===== src/cache_macros.svh =====
`ifndef CACHE_MACROS_SVH
`define CACHE_MACROS_SVH

// directory geometry, all widths follow from these few numbers

`define CACHE_N_WAYS  4                                  // ways per set
`define CACHE_NWAY_W  2                                  // bits needed for a binary way number
`define CACHE_IDX_W   3                                  // set index bits, so 8 sets
`define CACHE_TAG_W   8                                  // tag bits kept per way

// the request address is the tag on top of the set index
`define CACHE_ADDR_W  (`CACHE_TAG_W + `CACHE_IDX_W)

// replacement policy codes, picked with the REP_POLICY parameter
`define POLICY_LRU        0                              // counter based least recently used
`define POLICY_BIT_PLRU   1                              // one MRU bit per way
`define POLICY_TREE_PLRU  2                              // binary tree of direction bits

`endif


===== src/cache_pkg.sv =====
`include "cache_macros.svh"

package cache_pkg;

   // address fields, the tag sits above the set index
   typedef logic [`CACHE_ADDR_W-1:0] addr_t;              // full request address
   typedef logic [`CACHE_TAG_W-1:0]  tag_t;               // tag compared against every way
   typedef logic [`CACHE_IDX_W-1:0]  idx_t;               // selects one set

   // way encodings
   typedef logic [`CACHE_N_WAYS-1:0] way_vec_t;           // one bit per way, one-hot or a mask
   typedef logic [`CACHE_NWAY_W-1:0] way_num_t;           // binary way number

   // replacement state, one word of this per set
   typedef way_num_t [`CACHE_N_WAYS-1:0] lru_state_t;     // age counter per way, max is newest

   typedef logic [`CACHE_N_WAYS-1:0] bit_plru_state_t;    // set bit means recently used

   // heap ordered nodes, bit n-1 is node n, node 1 is the root
   typedef logic [`CACHE_N_WAYS-2:0] tree_plru_state_t;   // 0 points left, 1 points right

endpackage


===== src/cache_directory.sv =====
`timescale 1ns/1ps
`include "cache_macros.svh"

module cache_directory
  #(
   parameter int REP_POLICY = `POLICY_LRU                 // replacement policy code
   )
   (
   input  logic                clk,
   input  logic                arst_n,
   input  logic                req,                       // lookup strobe, may come every cycle
   input  cache_pkg::addr_t    addr,
   input  logic                flush,                     // invalidates everything, beats req
   output logic                rsp_valid,
   output logic                rsp_hit,
   output cache_pkg::way_num_t rsp_way
   );

   cache_pkg::idx_t     idx;                              // set of the current request
   cache_pkg::way_vec_t way_hit;
   cache_pkg::way_vec_t way_valid;
   cache_pkg::way_vec_t victim_onehot;
   cache_pkg::way_vec_t fill_way;                         // fed back to both state holders

   tag_lookup u_tag_lookup (
      .clk       (clk),
      .arst_n    (arst_n),
      .req       (req),
      .flush     (flush),
      .addr      (addr),
      .fill_way  (fill_way),
      .way_hit   (way_hit),
      .way_valid (way_valid),
      .idx       (idx)
   );

   // the binary victim is not needed here, the response encodes fill_way itself
   replacement_process #(
      .REP_POLICY (REP_POLICY)
   ) u_replacement_process (
      .clk           (clk),
      .arst_n        (arst_n),
      .req           (req),
      .flush         (flush),
      .idx           (idx),
      .fill_way      (fill_way),
      .victim_onehot (victim_onehot),
      .victim_bin    ()
   );

   fill_select u_fill_select (
      .clk           (clk),
      .arst_n        (arst_n),
      .req           (req),
      .flush         (flush),
      .way_hit       (way_hit),
      .way_valid     (way_valid),
      .victim_onehot (victim_onehot),
      .fill_way      (fill_way),
      .rsp_valid     (rsp_valid),
      .rsp_hit       (rsp_hit),
      .rsp_way       (rsp_way)
   );

endmodule


===== src/fill_select.sv =====
`timescale 1ns/1ps
`include "cache_macros.svh"

module fill_select
   (
   input  logic                clk,
   input  logic                arst_n,
   input  logic                req,
   input  logic                flush,                     // a flush cycle gives no response
   input  cache_pkg::way_vec_t way_hit,
   input  cache_pkg::way_vec_t way_valid,
   input  cache_pkg::way_vec_t victim_onehot,             // policy choice for a full set
   output cache_pkg::way_vec_t fill_way,                  // one-hot way used by this request
   output logic                rsp_valid,                 // one cycle after the request
   output logic                rsp_hit,
   output cache_pkg::way_num_t rsp_way
   );

   cache_pkg::way_vec_t free_way;                         // lowest invalid way, one-hot
   cache_pkg::way_num_t fill_bin;
   logic                rsp_load;

   always_comb
   begin
      free_way = '0;
      for (int w = `CACHE_N_WAYS - 1; w >= 0; w--)
      begin
         if (!way_valid[w])
         begin
            free_way = '0;                                // a lower free way overrides a higher one
            free_way[w] = 1'b1;
         end
      end
   end

   // hit first, then an empty way, and only a full set asks the policy
   assign fill_way = (|way_hit)  ? way_hit :
                     (|free_way) ? free_way : victim_onehot;

   onehot_to_bin #(
      .BIN_W (`CACHE_NWAY_W)
   ) u_fill_bin (
      .onehot (fill_way[`CACHE_N_WAYS-1:1]),
      .bin    (fill_bin)
   );

   assign rsp_load = req && !flush;                       // flush swallows a request in the same cycle

   always_ff @(posedge clk or negedge arst_n)
   begin
      if (!arst_n)
      begin
         rsp_valid <= 1'b0;
         rsp_hit   <= 1'b0;
         rsp_way   <= '0;
      end
      else
      begin
         rsp_valid <= rsp_load;                           // pulse lasts exactly one cycle
         if (rsp_load)
         begin
            rsp_hit <= |way_hit;
            rsp_way <= fill_bin;                          // hit way or the way that was filled
         end
      end
   end

endmodule


===== src/onehot_to_bin.sv =====
`timescale 1ns/1ps

module onehot_to_bin
  #(
   parameter int BIN_W = 2                                // width of the binary result
   )
   (
   input  logic [(1<<BIN_W)-1:1] onehot,                  // bit 0 is left out, it encodes as zero anyway
   output cache_pkg::way_num_t   bin
   );

   logic [BIN_W-1:0] bin_acc;                             // ORed indices of all set bits

   always_comb
   begin
      bin_acc = '0;                                       // nothing set above bit 0 means way 0
      for (int i = 1; i < (1 << BIN_W); i++)
      begin
         if (onehot[i])
         begin
            bin_acc = bin_acc | BIN_W'(i);                // a clean one-hot input sets exactly one index
         end
      end
   end

   assign bin = bin_acc;                                  // BIN_W is expected to match the way number width

endmodule


===== src/policy_mem.sv =====
`timescale 1ns/1ps
`include "cache_macros.svh"

module policy_mem
  #(
   parameter type state_t = logic                         // LRU counters, PLRU bits or tree bits
   )
   (
   input  logic            clk,
   input  logic            arst_n,
   input  logic            clear,                         // flush, wipes every set
   input  logic            en,                            // write the addressed set
   input  cache_pkg::idx_t idx,
   input  state_t          wdata,
   output state_t          rdata
   );

   localparam int N_SETS = 1 << `CACHE_IDX_W;             // one state word per set

   state_t state_mem [N_SETS];                            // replacement state of each set

   always_ff @(posedge clk or negedge arst_n)
   begin
      if (!arst_n)
      begin
         for (int s = 0; s < N_SETS; s++)
         begin
            state_mem[s] <= '0;                           // zero reads as an untouched set
         end
      end
      else if (clear)
      begin
         for (int s = 0; s < N_SETS; s++)
         begin
            state_mem[s] <= '0;                           // same state as after reset
         end
      end
      else if (en)
      begin
         state_mem[idx] <= wdata;
      end
   end

   // read is combinational so the decision is made in the request cycle
   assign rdata = state_mem[idx];                         // the write lands at the same edge

endmodule


===== src/replacement_process.sv =====
`timescale 1ns/1ps
`include "cache_macros.svh"

module replacement_process
  #(
   parameter int REP_POLICY = `POLICY_LRU                 // LRU, bit PLRU or tree PLRU
   )
   (
   input  logic                clk,
   input  logic                arst_n,
   input  logic                req,
   input  logic                flush,                     // clears the state of all sets
   input  cache_pkg::idx_t     idx,
   input  cache_pkg::way_vec_t fill_way,                  // way actually used by this request
   output cache_pkg::way_vec_t victim_onehot,             // way the policy would replace
   output cache_pkg::way_num_t victim_bin
   );

   localparam int N_WAYS = `CACHE_N_WAYS;
   localparam int NWAY_W = `CACHE_NWAY_W;

   logic state_we;                                        // every request updates its set

   assign state_we = req && !flush;

   generate
      if (REP_POLICY == `POLICY_LRU)
      begin : g_lru
         cache_pkg::lru_state_t lru_cur;                  // stored counters of the set
         cache_pkg::lru_state_t lru_init;                 // counters with the untouched default
         cache_pkg::lru_state_t lru_next;
         cache_pkg::way_num_t   used_val;                 // old counter of the used way
         cache_pkg::way_vec_t   lru_sel;

         always_comb
         begin
            used_val = '0;
            for (int w = 0; w < N_WAYS; w++)
            begin
               // an all zero word was never written, so give each way its own number
               lru_init[w] = (|lru_cur) ? lru_cur[w] : cache_pkg::way_num_t'(w);
            end
            for (int w = 0; w < N_WAYS; w++)
            begin
               if (fill_way[w])
               begin
                  used_val = used_val | lru_init[w];      // fill_way is one-hot on a request
               end
            end
            for (int w = 0; w < N_WAYS; w++)
            begin
               if (fill_way[w])
               begin
                  lru_next[w] = '1;                       // used way becomes the newest
               end
               else if (lru_init[w] > used_val)
               begin
                  lru_next[w] = lru_init[w] - cache_pkg::way_num_t'(1); // younger ways slide down
               end
               else
               begin
                  lru_next[w] = lru_init[w];              // older ways keep their age
               end
               lru_sel[w] = (lru_init[w] == '0);          // counter zero is the oldest way
            end
         end

         assign victim_onehot = lru_sel;

         policy_mem #(
            .state_t (cache_pkg::lru_state_t)
         ) u_policy_mem (
            .clk    (clk),
            .arst_n (arst_n),
            .clear  (flush),
            .en     (state_we),
            .idx    (idx),
            .wdata  (lru_next),
            .rdata  (lru_cur)
         );
      end
      else if (REP_POLICY == `POLICY_BIT_PLRU)
      begin : g_bit_plru
         cache_pkg::bit_plru_state_t mru_cur;             // set bit means recently used
         cache_pkg::bit_plru_state_t mru_set;             // current bits plus the used way
         cache_pkg::bit_plru_state_t mru_next;
         cache_pkg::way_vec_t        plru_sel;

         assign mru_set  = mru_cur | fill_way;
         assign mru_next = (&mru_set) ? '0 : mru_set;     // never store all ones, start over

         // adding one carries through the low ones and stops at the lowest clear bit
         assign plru_sel = ~mru_cur & (mru_cur + cache_pkg::bit_plru_state_t'(1));

         assign victim_onehot = plru_sel;

         policy_mem #(
            .state_t (cache_pkg::bit_plru_state_t)
         ) u_policy_mem (
            .clk    (clk),
            .arst_n (arst_n),
            .clear  (flush),
            .en     (state_we),
            .idx    (idx),
            .wdata  (mru_next),
            .rdata  (mru_cur)
         );
      end
      else
      begin : g_tree_plru
         cache_pkg::tree_plru_state_t tree_cur;           // node n is stored in bit n-1
         cache_pkg::tree_plru_state_t tree_next;
         cache_pkg::way_vec_t         tree_sel;

         always_comb
         begin : update_path
            int node;                                     // heap index of the node on the path
            tree_next = tree_cur;
            node      = 1;
            for (int w = 0; w < N_WAYS; w++)
            begin
               if (fill_way[w])
               begin
                  for (int l = 0; l < NWAY_W; l++)
                  begin
                     node = (N_WAYS + w) >> (NWAY_W - l);  // ancestor of leaf w at level l
                     tree_next[node-1] = ~w[NWAY_W-1-l];   // point to the other half
                  end
               end
            end
         end

         always_comb
         begin : follow_path
            int node;
            node = 1;                                     // start at the root
            for (int l = 0; l < NWAY_W; l++)
            begin
               node = 2 * node + int'(tree_cur[node-1]);  // 0 goes left, 1 goes right
            end
            tree_sel = '0;
            tree_sel[node - N_WAYS] = 1'b1;               // leaves are heap nodes N..2N-1
         end

         assign victim_onehot = tree_sel;

         policy_mem #(
            .state_t (cache_pkg::tree_plru_state_t)
         ) u_policy_mem (
            .clk    (clk),
            .arst_n (arst_n),
            .clear  (flush),
            .en     (state_we),
            .idx    (idx),
            .wdata  (tree_next),
            .rdata  (tree_cur)
         );
      end
   endgenerate

   onehot_to_bin #(
      .BIN_W (NWAY_W)
   ) u_victim_bin (
      .onehot (victim_onehot[N_WAYS-1:1]),
      .bin    (victim_bin)
   );

endmodule


===== src/tag_lookup.sv =====
`timescale 1ns/1ps
`include "cache_macros.svh"

module tag_lookup
   (
   input  logic                clk,
   input  logic                arst_n,
   input  logic                req,                       // lookup strobe
   input  logic                flush,                     // drops every line, wins over req
   input  cache_pkg::addr_t    addr,
   input  cache_pkg::way_vec_t fill_way,                  // one-hot way chosen by the result stage
   output cache_pkg::way_vec_t way_hit,                   // valid ways whose tag matches
   output cache_pkg::way_vec_t way_valid,                 // valid bits of the indexed set
   output cache_pkg::idx_t     idx
   );

   localparam int N_SETS = 1 << `CACHE_IDX_W;

   cache_pkg::tag_t     req_tag;                          // tag field of the request
   cache_pkg::tag_t     tag_mem [N_SETS][`CACHE_N_WAYS];  // stored tag of every way of every set
   cache_pkg::way_vec_t valid_mem [N_SETS];               // valid bit of every way of every set
   logic                fill_en;                          // a miss installs the new tag this edge

   // split the address, index in the low bits and tag above it
   assign idx     = addr[`CACHE_IDX_W-1:0];
   assign req_tag = addr[`CACHE_ADDR_W-1:`CACHE_IDX_W];

   assign way_valid = valid_mem[idx];                     // read straight from the registers

   always_comb
   begin
      for (int w = 0; w < `CACHE_N_WAYS; w++)
      begin
         // only a valid way can hit, stale tags after flush are ignored
         way_hit[w] = way_valid[w] && (tag_mem[idx][w] == req_tag);
      end
   end

   assign fill_en = req && !flush && !(|way_hit);         // a hit leaves the tags alone

   always_ff @(posedge clk or negedge arst_n)
   begin
      if (!arst_n)
      begin
         for (int s = 0; s < N_SETS; s++)
         begin
            valid_mem[s] <= '0;                           // empty directory after reset
         end
      end
      else if (flush)
      begin
         for (int s = 0; s < N_SETS; s++)
         begin
            valid_mem[s] <= '0;                           // invalidate every line at once
         end
      end
      else if (fill_en)
      begin
         valid_mem[idx] <= valid_mem[idx] | fill_way;     // the filled way becomes valid
      end
   end

   always_ff @(posedge clk)
   begin
      if (fill_en)
      begin
         for (int w = 0; w < `CACHE_N_WAYS; w++)
         begin
            if (fill_way[w])
            begin
               tag_mem[idx][w] <= req_tag;                // victim or free way takes the new tag
            end
         end
      end
   end

   // a tag is only looked at while its valid bit is set
   // so flush has no need to touch the tag array

endmodule


===== config.mk =====
export PLATFORM = sky130hd
export DESIGN_NAME = cache_directory
export DESIGN_NICKNAME = d
export VERILOG_FILES = /design/src/cache_pkg.sv /design/src/cache_directory.sv /design/src/fill_select.sv /design/src/onehot_to_bin.sv /design/src/policy_mem.sv /design/src/replacement_process.sv /design/src/tag_lookup.sv
export VERILOG_INCLUDE_DIRS = /design/src /design/src/src
export SDC_FILE = /design/constraint.sdc
export NUM_CORES = 1
export LEC_CHECK = 0
export ABC_AREA = 0
export ABC_CLOCK_PERIOD_IN_PS = 6300
export BUFFER_PORTS_ARGS = -buffer_cell sky130_fd_sc_hd__clkbuf_2
export CAP_MARGIN = 20
export CORE_ASPECT_RATIO = 0.6
export CORE_MARGIN = 2
export CORE_UTILIZATION = 45
export CTS_CLUSTER_DIAMETER = 200
export DETAILED_ROUTE_END_ITERATION = 6
export PLACE_DENSITY_LB_ADDON = 0.05
export SYNTH_ARGS = -nofsm -noshare
export SYNTH_HDL_FRONTEND = slang
export SYNTH_SLANG_ARGS = --single-unit

===== constraint.sdc =====
create_clock -name clk -period 6.3 [get_ports clk]
set_clock_uncertainty 0.05 [all_clocks]
set_input_delay 0.945 -clock clk [delete_from_list [all_inputs] [get_ports clk]]
set_output_delay 0.945 -clock clk [all_outputs]
set_load 0.05 [all_outputs]

==> out/metrics.yaml, run 1 <==
status: "complete, no violations"
maxCapViolCount: 0
power_frac_seq_pct: 49.0
period_share_pct: 86.8
critPathLaunchType: "input port"
regArea_sq_mm: 0.0102
root_buffer: "clkbuf_16"
ys_seq_area_share_pct: 65.2
p_comb_share_pct: 9.9
synth.avg_cell_area_sq_um: 14.5
setup_violations: 0
fill_cells: 2873
via_per_inst: 5.90
initial_utilization_pct: 46.0
crit_path_start: "addr[1]"
wl_per_cell_microns: 26.3
hp-class: "input port to async pin"
drc: 0
clock_path_buffers: 3
finalNetCount: 1181
rows: 52
yosys_most_used_dff: "edfxtp_1"
area_growth_pct: 14.0
synth_seq_cells: 356
power.internal_mw: 3.95
ir_drop_mv: 0.212
cp.required_ps: 6690
postCtsSetupBuffers: 0
clock_sinks: 356
cp.arrival_ps: 5860
synthCells: 1080
sw_frac_of_total_pct: 24.2
placed_cells: 1574
setup_tns_ps: 0
die_height_microns: 148
post_cts_resized: 0
p_total_mw: 5.22
pin_count: 19
clk_pin_slew_worst_paths_ps: 60
synth-edff-count: 256
gr-total-overflow: 0
critPathMaxFanout: 19
multi_input_area_sq_mm: 0.00499
endpoint_kind: "register"
synth_cell_types: 67
syn_nets: 1108
htreeDepth: 2
hold_viol: 0
grt_usage_pct: 24.3
ys_warn_count: 0
grt_pass1_wl_microns: 64300
fin_crit_ps: 5470
worst_slew_pin_slew_ps: 1160
die_w_microns: 245
grt_pass1_vias: 9456
relSlewSlack_pct: 22.7
hold_buffers: 0
pwr_density_cell_mw_per_mm2: 293
cts_tree: "built"
p_sw_mw: 1.26
rsz0062_at_grt: "false"
fin_cells: 1640
synthArstFlopShare_pct: 28.1
antenna_found_initial: 1
routed_wl_microns: 43100
hpwl_microns: 28100
drtIter0Drc: 1062
cellLeakagePower_nw: 6.76
syn_area_sq_mm: 0.0156
path_class: "input port to register"
cts_buffers: 36
drive_gt1_share_pct: 20.8
ant_nets: 0
grt_max_degree: 78
report.final.slew_viol_count: 0
dr.pass1.iters: 6
clkPwrFrac_pct: 41.1
numPortBuffers: 18
dieArea_sq_mm: 0.0363
clock_latency_ps: 530
gp_congestion: 0.828
coreArea_sq_mm: 0.0340
antenna_cells: 0
num_vias: 9671
max_freq_mhz: 183
-- flip-flops by register name, indices dropped and copies added (netlist names) --
signal	flops
u_fill_select.rsp_hit	1
u_replacement_process.g_lru.u_policy_mem.state_mem	64
u_fill_select.rsp_way	2
u_tag_lookup.valid_mem	32
u_tag_lookup.tag_mem	256
u_fill_select.rsp_valid	1
-- cell type report --
class	count	share of cell area [%]
Tap cell	459	3.22
Clock buffer	47	5.52
Inverter	17	0.358
Sequential cell	356	57.2
Timing Repair Buffer	115	4.79
Multi-Input combinational cell	627	28.0
Clock inverter	19	0.961
-- worst max-delay path, cell delays in order --
cell and delay (ps):
buf_4 290, buf_4 300, mux2_2 360, a221oi_1 320, o221ai_1 270, or4_4 490
nor4_4 240, buf_4 180, nor2_1 60, ha_1 220, o21ai_0 160, o31a_1 180
o22ai_1 100, nor2_1 210, ha_1 280, nor2b_1 130, o21ai_0 280, mux2_2 370
and2_1 250, a21oi_1 200
-- cell families (layout without fill, tap and decap cells) --
group	after synthesis	in the layout	share of synthesized area, %
DFF	356	356	65.2
AOI/OAI and AO/OA	258	258	10.6
and+or+nand+nor	180	180	6.01
muxes	149	149	12.5
buffers and inverters	97	198	3.10
xor gates and xnor gates	27	27	1.56
adders and majority gates	13	13	1.04
-- power by group through the flow --
stage	sequential, mW	combinational, mW	clock (mW)
finish	2.56	0.515	2.14
global route	2.56	0.558	2.28
CTS	2.56	0.514	2.18
detailed placement	2.61	0.512	0
global placement	2.61	0.510	0
floorplan	2.61	0.306	0
-- metrics by stage --
stage / hold WS, ps / area, sq um / setup WS (ps) / util [%]
6_report: 371 / 17800 / 831 / 52.5
5_1_grt: 409 / 17800 / 504 / 52.5
4_1_cts: 382 / 17800 / 877 / 52.5
3_5_place_dp: 427 / 16700 / 333 / 49.1
3_3_place_gp: 418 / 16700 / 445 / 49.1
2_1_floorplan: 398 / 15600 / 157 / -
-- path summary, 6_finish.rpt --
kind | slack (ps) | end | cells after the start
max | 830 | register | 20
min | 370 | async pin | 1
max reg2reg | 1470 | register | 19
min reg2reg | 440 | u_tag_lookup.valid_mem[8] | 1
max in group asynchronous | 4630 | async pin | 2
min in group clk | 440 | u_tag_lookup.valid_mem[8] | 1
-- per-layer routing --
layer	routed length (microns)	GRT usage, %	share of wire (%)
met1	22300	40.9	52
met2	17300	32.4	40
met3	2900	4.17	6.7
met4	641	4.70	1.5
met5	0	0	0
-- synthesized netlist by cell type (13+ instances only) --
cell type / number / area, sq um
ha_1: 13 / 163
nand2_1: 42 / 158
a22oi_1: 16 / 120
o22ai_1: 18 / 113
xnor2_1: 20 / 175
buf_2: 24 / 120
clkbuf_1: 34 / 128
nor2_1: 51 / 191
edfxtp_1: 256 / 7690
mux4_2: 35 / 788
a221oi_1: 15 / 131
o21ai_0: 87 / 435
a31oi_1: 29 / 181
inv_1: 15 / 56.3
dfrtp_1: 100 / 2500
a21oi_1: 42 / 210
mux2_2: 20 / 225
mux2i_1: 94 / 941
-- placed cells by master, fill, tap and decap left out, drive strengths merged, types with 19 or more instances in the layout --
cell type	instances
mux2	20
buf	101
a31oi	29
dfrtp	100
clkbuf	61
mux2i	94
inv	19
edfxtp	256
nor2	52
a21oi	51
mux4	35
o21ai	88
xnor2	21
nand2	42
Power figures use the tool's default switching activity.
==> run 2: changes to the inputs <==
--- a/config.mk
+++ b/config.mk
@@ -13,6 +13,7 @@
 export CORE_ASPECT_RATIO = 0.6
 export CORE_MARGIN = 2
 export CORE_UTILIZATION = 45
+export CTS_BUF_LIST = sky130_fd_sc_hd__clkbuf_4 sky130_fd_sc_hd__clkbuf_8
 export CTS_CLUSTER_DIAMETER = 200
 export DETAILED_ROUTE_END_ITERATION = 6
 export PLACE_DENSITY_LB_ADDON = 0.05
==> run 2 against run 1 <==
Register-to-register slack hardly changed. Clock-buffer cell count is 37 higher. Design area is 0.23% lower. Cell count is 1.8% higher. Non-clock buffer count stayed put. First-iteration DRC count is 7.3% lower. Largest cell class unchanged. Wire length is 0.85% higher. Maximum frequency is 1.7% higher. Setup slack better by 92 ps. Critical path depth stayed put. Worst hold slack worse by 92 ps. Clock power is 7% lower.
==> out/metrics.yaml, run 2 (synthesis gave the netlist of run 1 again) <==
status: "complete, no violations"
dr.pass1.iters: 5
grt_pass1_wl_microns: 64900
post_cts_resized: 0
clock_sinks: 356
drtIter0Drc: 985
clock_latency_ps: 620
cts_tree: "built"
critPathMaxFanout: 19
hold_viol: 0
gp_congestion: 0.828
top_register: "u_tag_lookup.tag_mem"
reg.largest.list: "u_tag_lookup.tag_mem (256), u_replacement_process.g_lru.u_policy_mem.state_mem (64), u_tag_lookup.valid_mem (32)"
timing.hold.ws_ps: 280
drc: 0
clk_pin_slew_worst_paths_ps: 70
p_comb_share_pct: 10.2
max_freq_mhz: 186
pin_count: 19
ant_nets: 0
relSlewSlack_pct: 22.1
hp-class: "input port to async pin"
hpwl_microns: 28100
numPortBuffers: 18
hold_buffers: 0
rsz0062_at_grt: "false"
setup_tns_ps: 0
die_w_microns: 245
maxCapViolCount: 0
wl_per_cell_microns: 26.0
antenna_found_initial: 1
grt_max_degree: 78
power.internal_mw: 3.80
routed_wl_microns: 43500
antenna_cells: 0
ir_drop_mv: 0.167
coreArea_sq_mm: 0.0340
mostFrequentLayoutCell: "edfxtp_1"
power_frac_seq_pct: 50.6
gr-total-overflow: 0
placed_cells: 1574
cellLeakagePower_nw: 6.80
grt_pass1_vias: 9674
wl_met1_microns: 22700
sw_frac_of_total_pct: 25.0
dieArea_sq_mm: 0.0363
cp.required_ps: 6790
cts_buffers: 54
endpoint_kind: "register"
root_buffer: "clkbuf_8"
pwr_density_cell_mw_per_mm2: 285
dr.max_layer_used: "met4"
critPathLaunchType: "input port"
path_class: "input port to register"
num_vias: 9767
worst_slew_pin_slew_ps: 1170
grt_usage_pct: 24.6
clock_path_buffers: 3
mostFrequentLayoutCells: "edfxtp_1, dfrtp_1, buf_4"
htreeDepth: 2
fill_cells: 2901
dr_wl_met3_microns: 2770
postCtsSetupBuffers: 0
period_share_pct: 85.4
die_height_microns: 148
setup_violations: 0
fin_crit_ps: 5380
report.final.slew_viol_count: 0
clkPwrFrac_pct: 39.2
p_sw_mw: 1.26
rows: 52
largest_reg_flops: 256
fin_cells: 1670
p_total_mw: 5.06
via_per_inst: 5.85
area_growth_pct: 13.8
initial_utilization_pct: 46.0
cp.arrival_ps: 5870
finalNetCount: 1199
drive_gt1_share_pct: 23.8
routed-wl-met2_microns: 17300
run 2: cell types whose count changed in the layout (fill, tap and decap cells not counted), moves of 2 or more:
cell / delta
clkbuf_8: +61
clkbuf_16: -37
clkbuf_4: +21
clkbuf_1: -8
clkinv_1: -4
bufinv_16: -2
inv_6: -2
run 2: power by group through the flow:
stage	combinational, mW	sequential [mW]	clock [mW]
global placement	0.510	2.61	0
detailed placement	0.512	2.61	0
finish	0.517	2.56	1.99
global route	0.559	2.56	2.14
CTS	0.514	2.56	2.03
floorplan	0.306	2.61	0
run 2: area by class of cell:
cell class	instances	area, sq um	area share [%]
inverter	17	63.8	0.359
clock buffer	84	1020	5.76
multi-input combinational	627	4990	28.1
clock inverter	12	88.8	0.499
sequential	356	10200	57.3
timing repair buffer	115	853	4.80
tap	459	574	3.23
run 2: path summary, 6_finish.rpt:
check                                            from                    end  slack (ps)  depth (start not counted)
max in group asynchronous                      arst_n              async pin        4710                          2
min in group clk                u_fill_select.rsp_hit  u_fill_select.rsp_hit         450                          1
worst min register to register  u_fill_select.rsp_hit  u_fill_select.rsp_hit         450                          1
worst max-delay path                          addr[1]               register         920                         20
worst max register to register               register               register        1470                         19
worst min-delay path                           arst_n              async pin         280                          1
run 2: routing by layer:
| metal | global-route usage [%] | vias up |
|---|---|---|
| li1 | - | 4374 |
| met1 | 41.1 | 5000 |
| met2 | 32.4 | 337 |
| met3 | 4.44 | 56 |
| met4 | 5.91 | 0 |
| met5 | 0 | - |
run 2: metrics by stage:
stage | util, % | setup WS, ps | instance area (sq um)
after floorplan | - | 157 | 15600
after global placement | 49.1 | 445 | 16700
after detailed placement | 49.1 | 333 | 16700
after CTS | 52.4 | 1000 | 17800
after global routing | 52.4 | 617 | 17800
final | 52.4 | 922 | 17800
run 2: worst max-delay path: stages:
cell	delay, ps
buf_4	290
buf_4	310
mux2_2	360
a221oi_1	320
o221ai_1	260
or4_4	490
nor4_4	240
buf_4	180
nor2_1	60
ha_1	220
o21ai_0	170
o31a_1	180
o22ai_1	100
nor2_1	230
ha_1	290
nor2b_1	130
o21ai_0	280
mux2_2	370
and2_1	250
a21oi_1	190
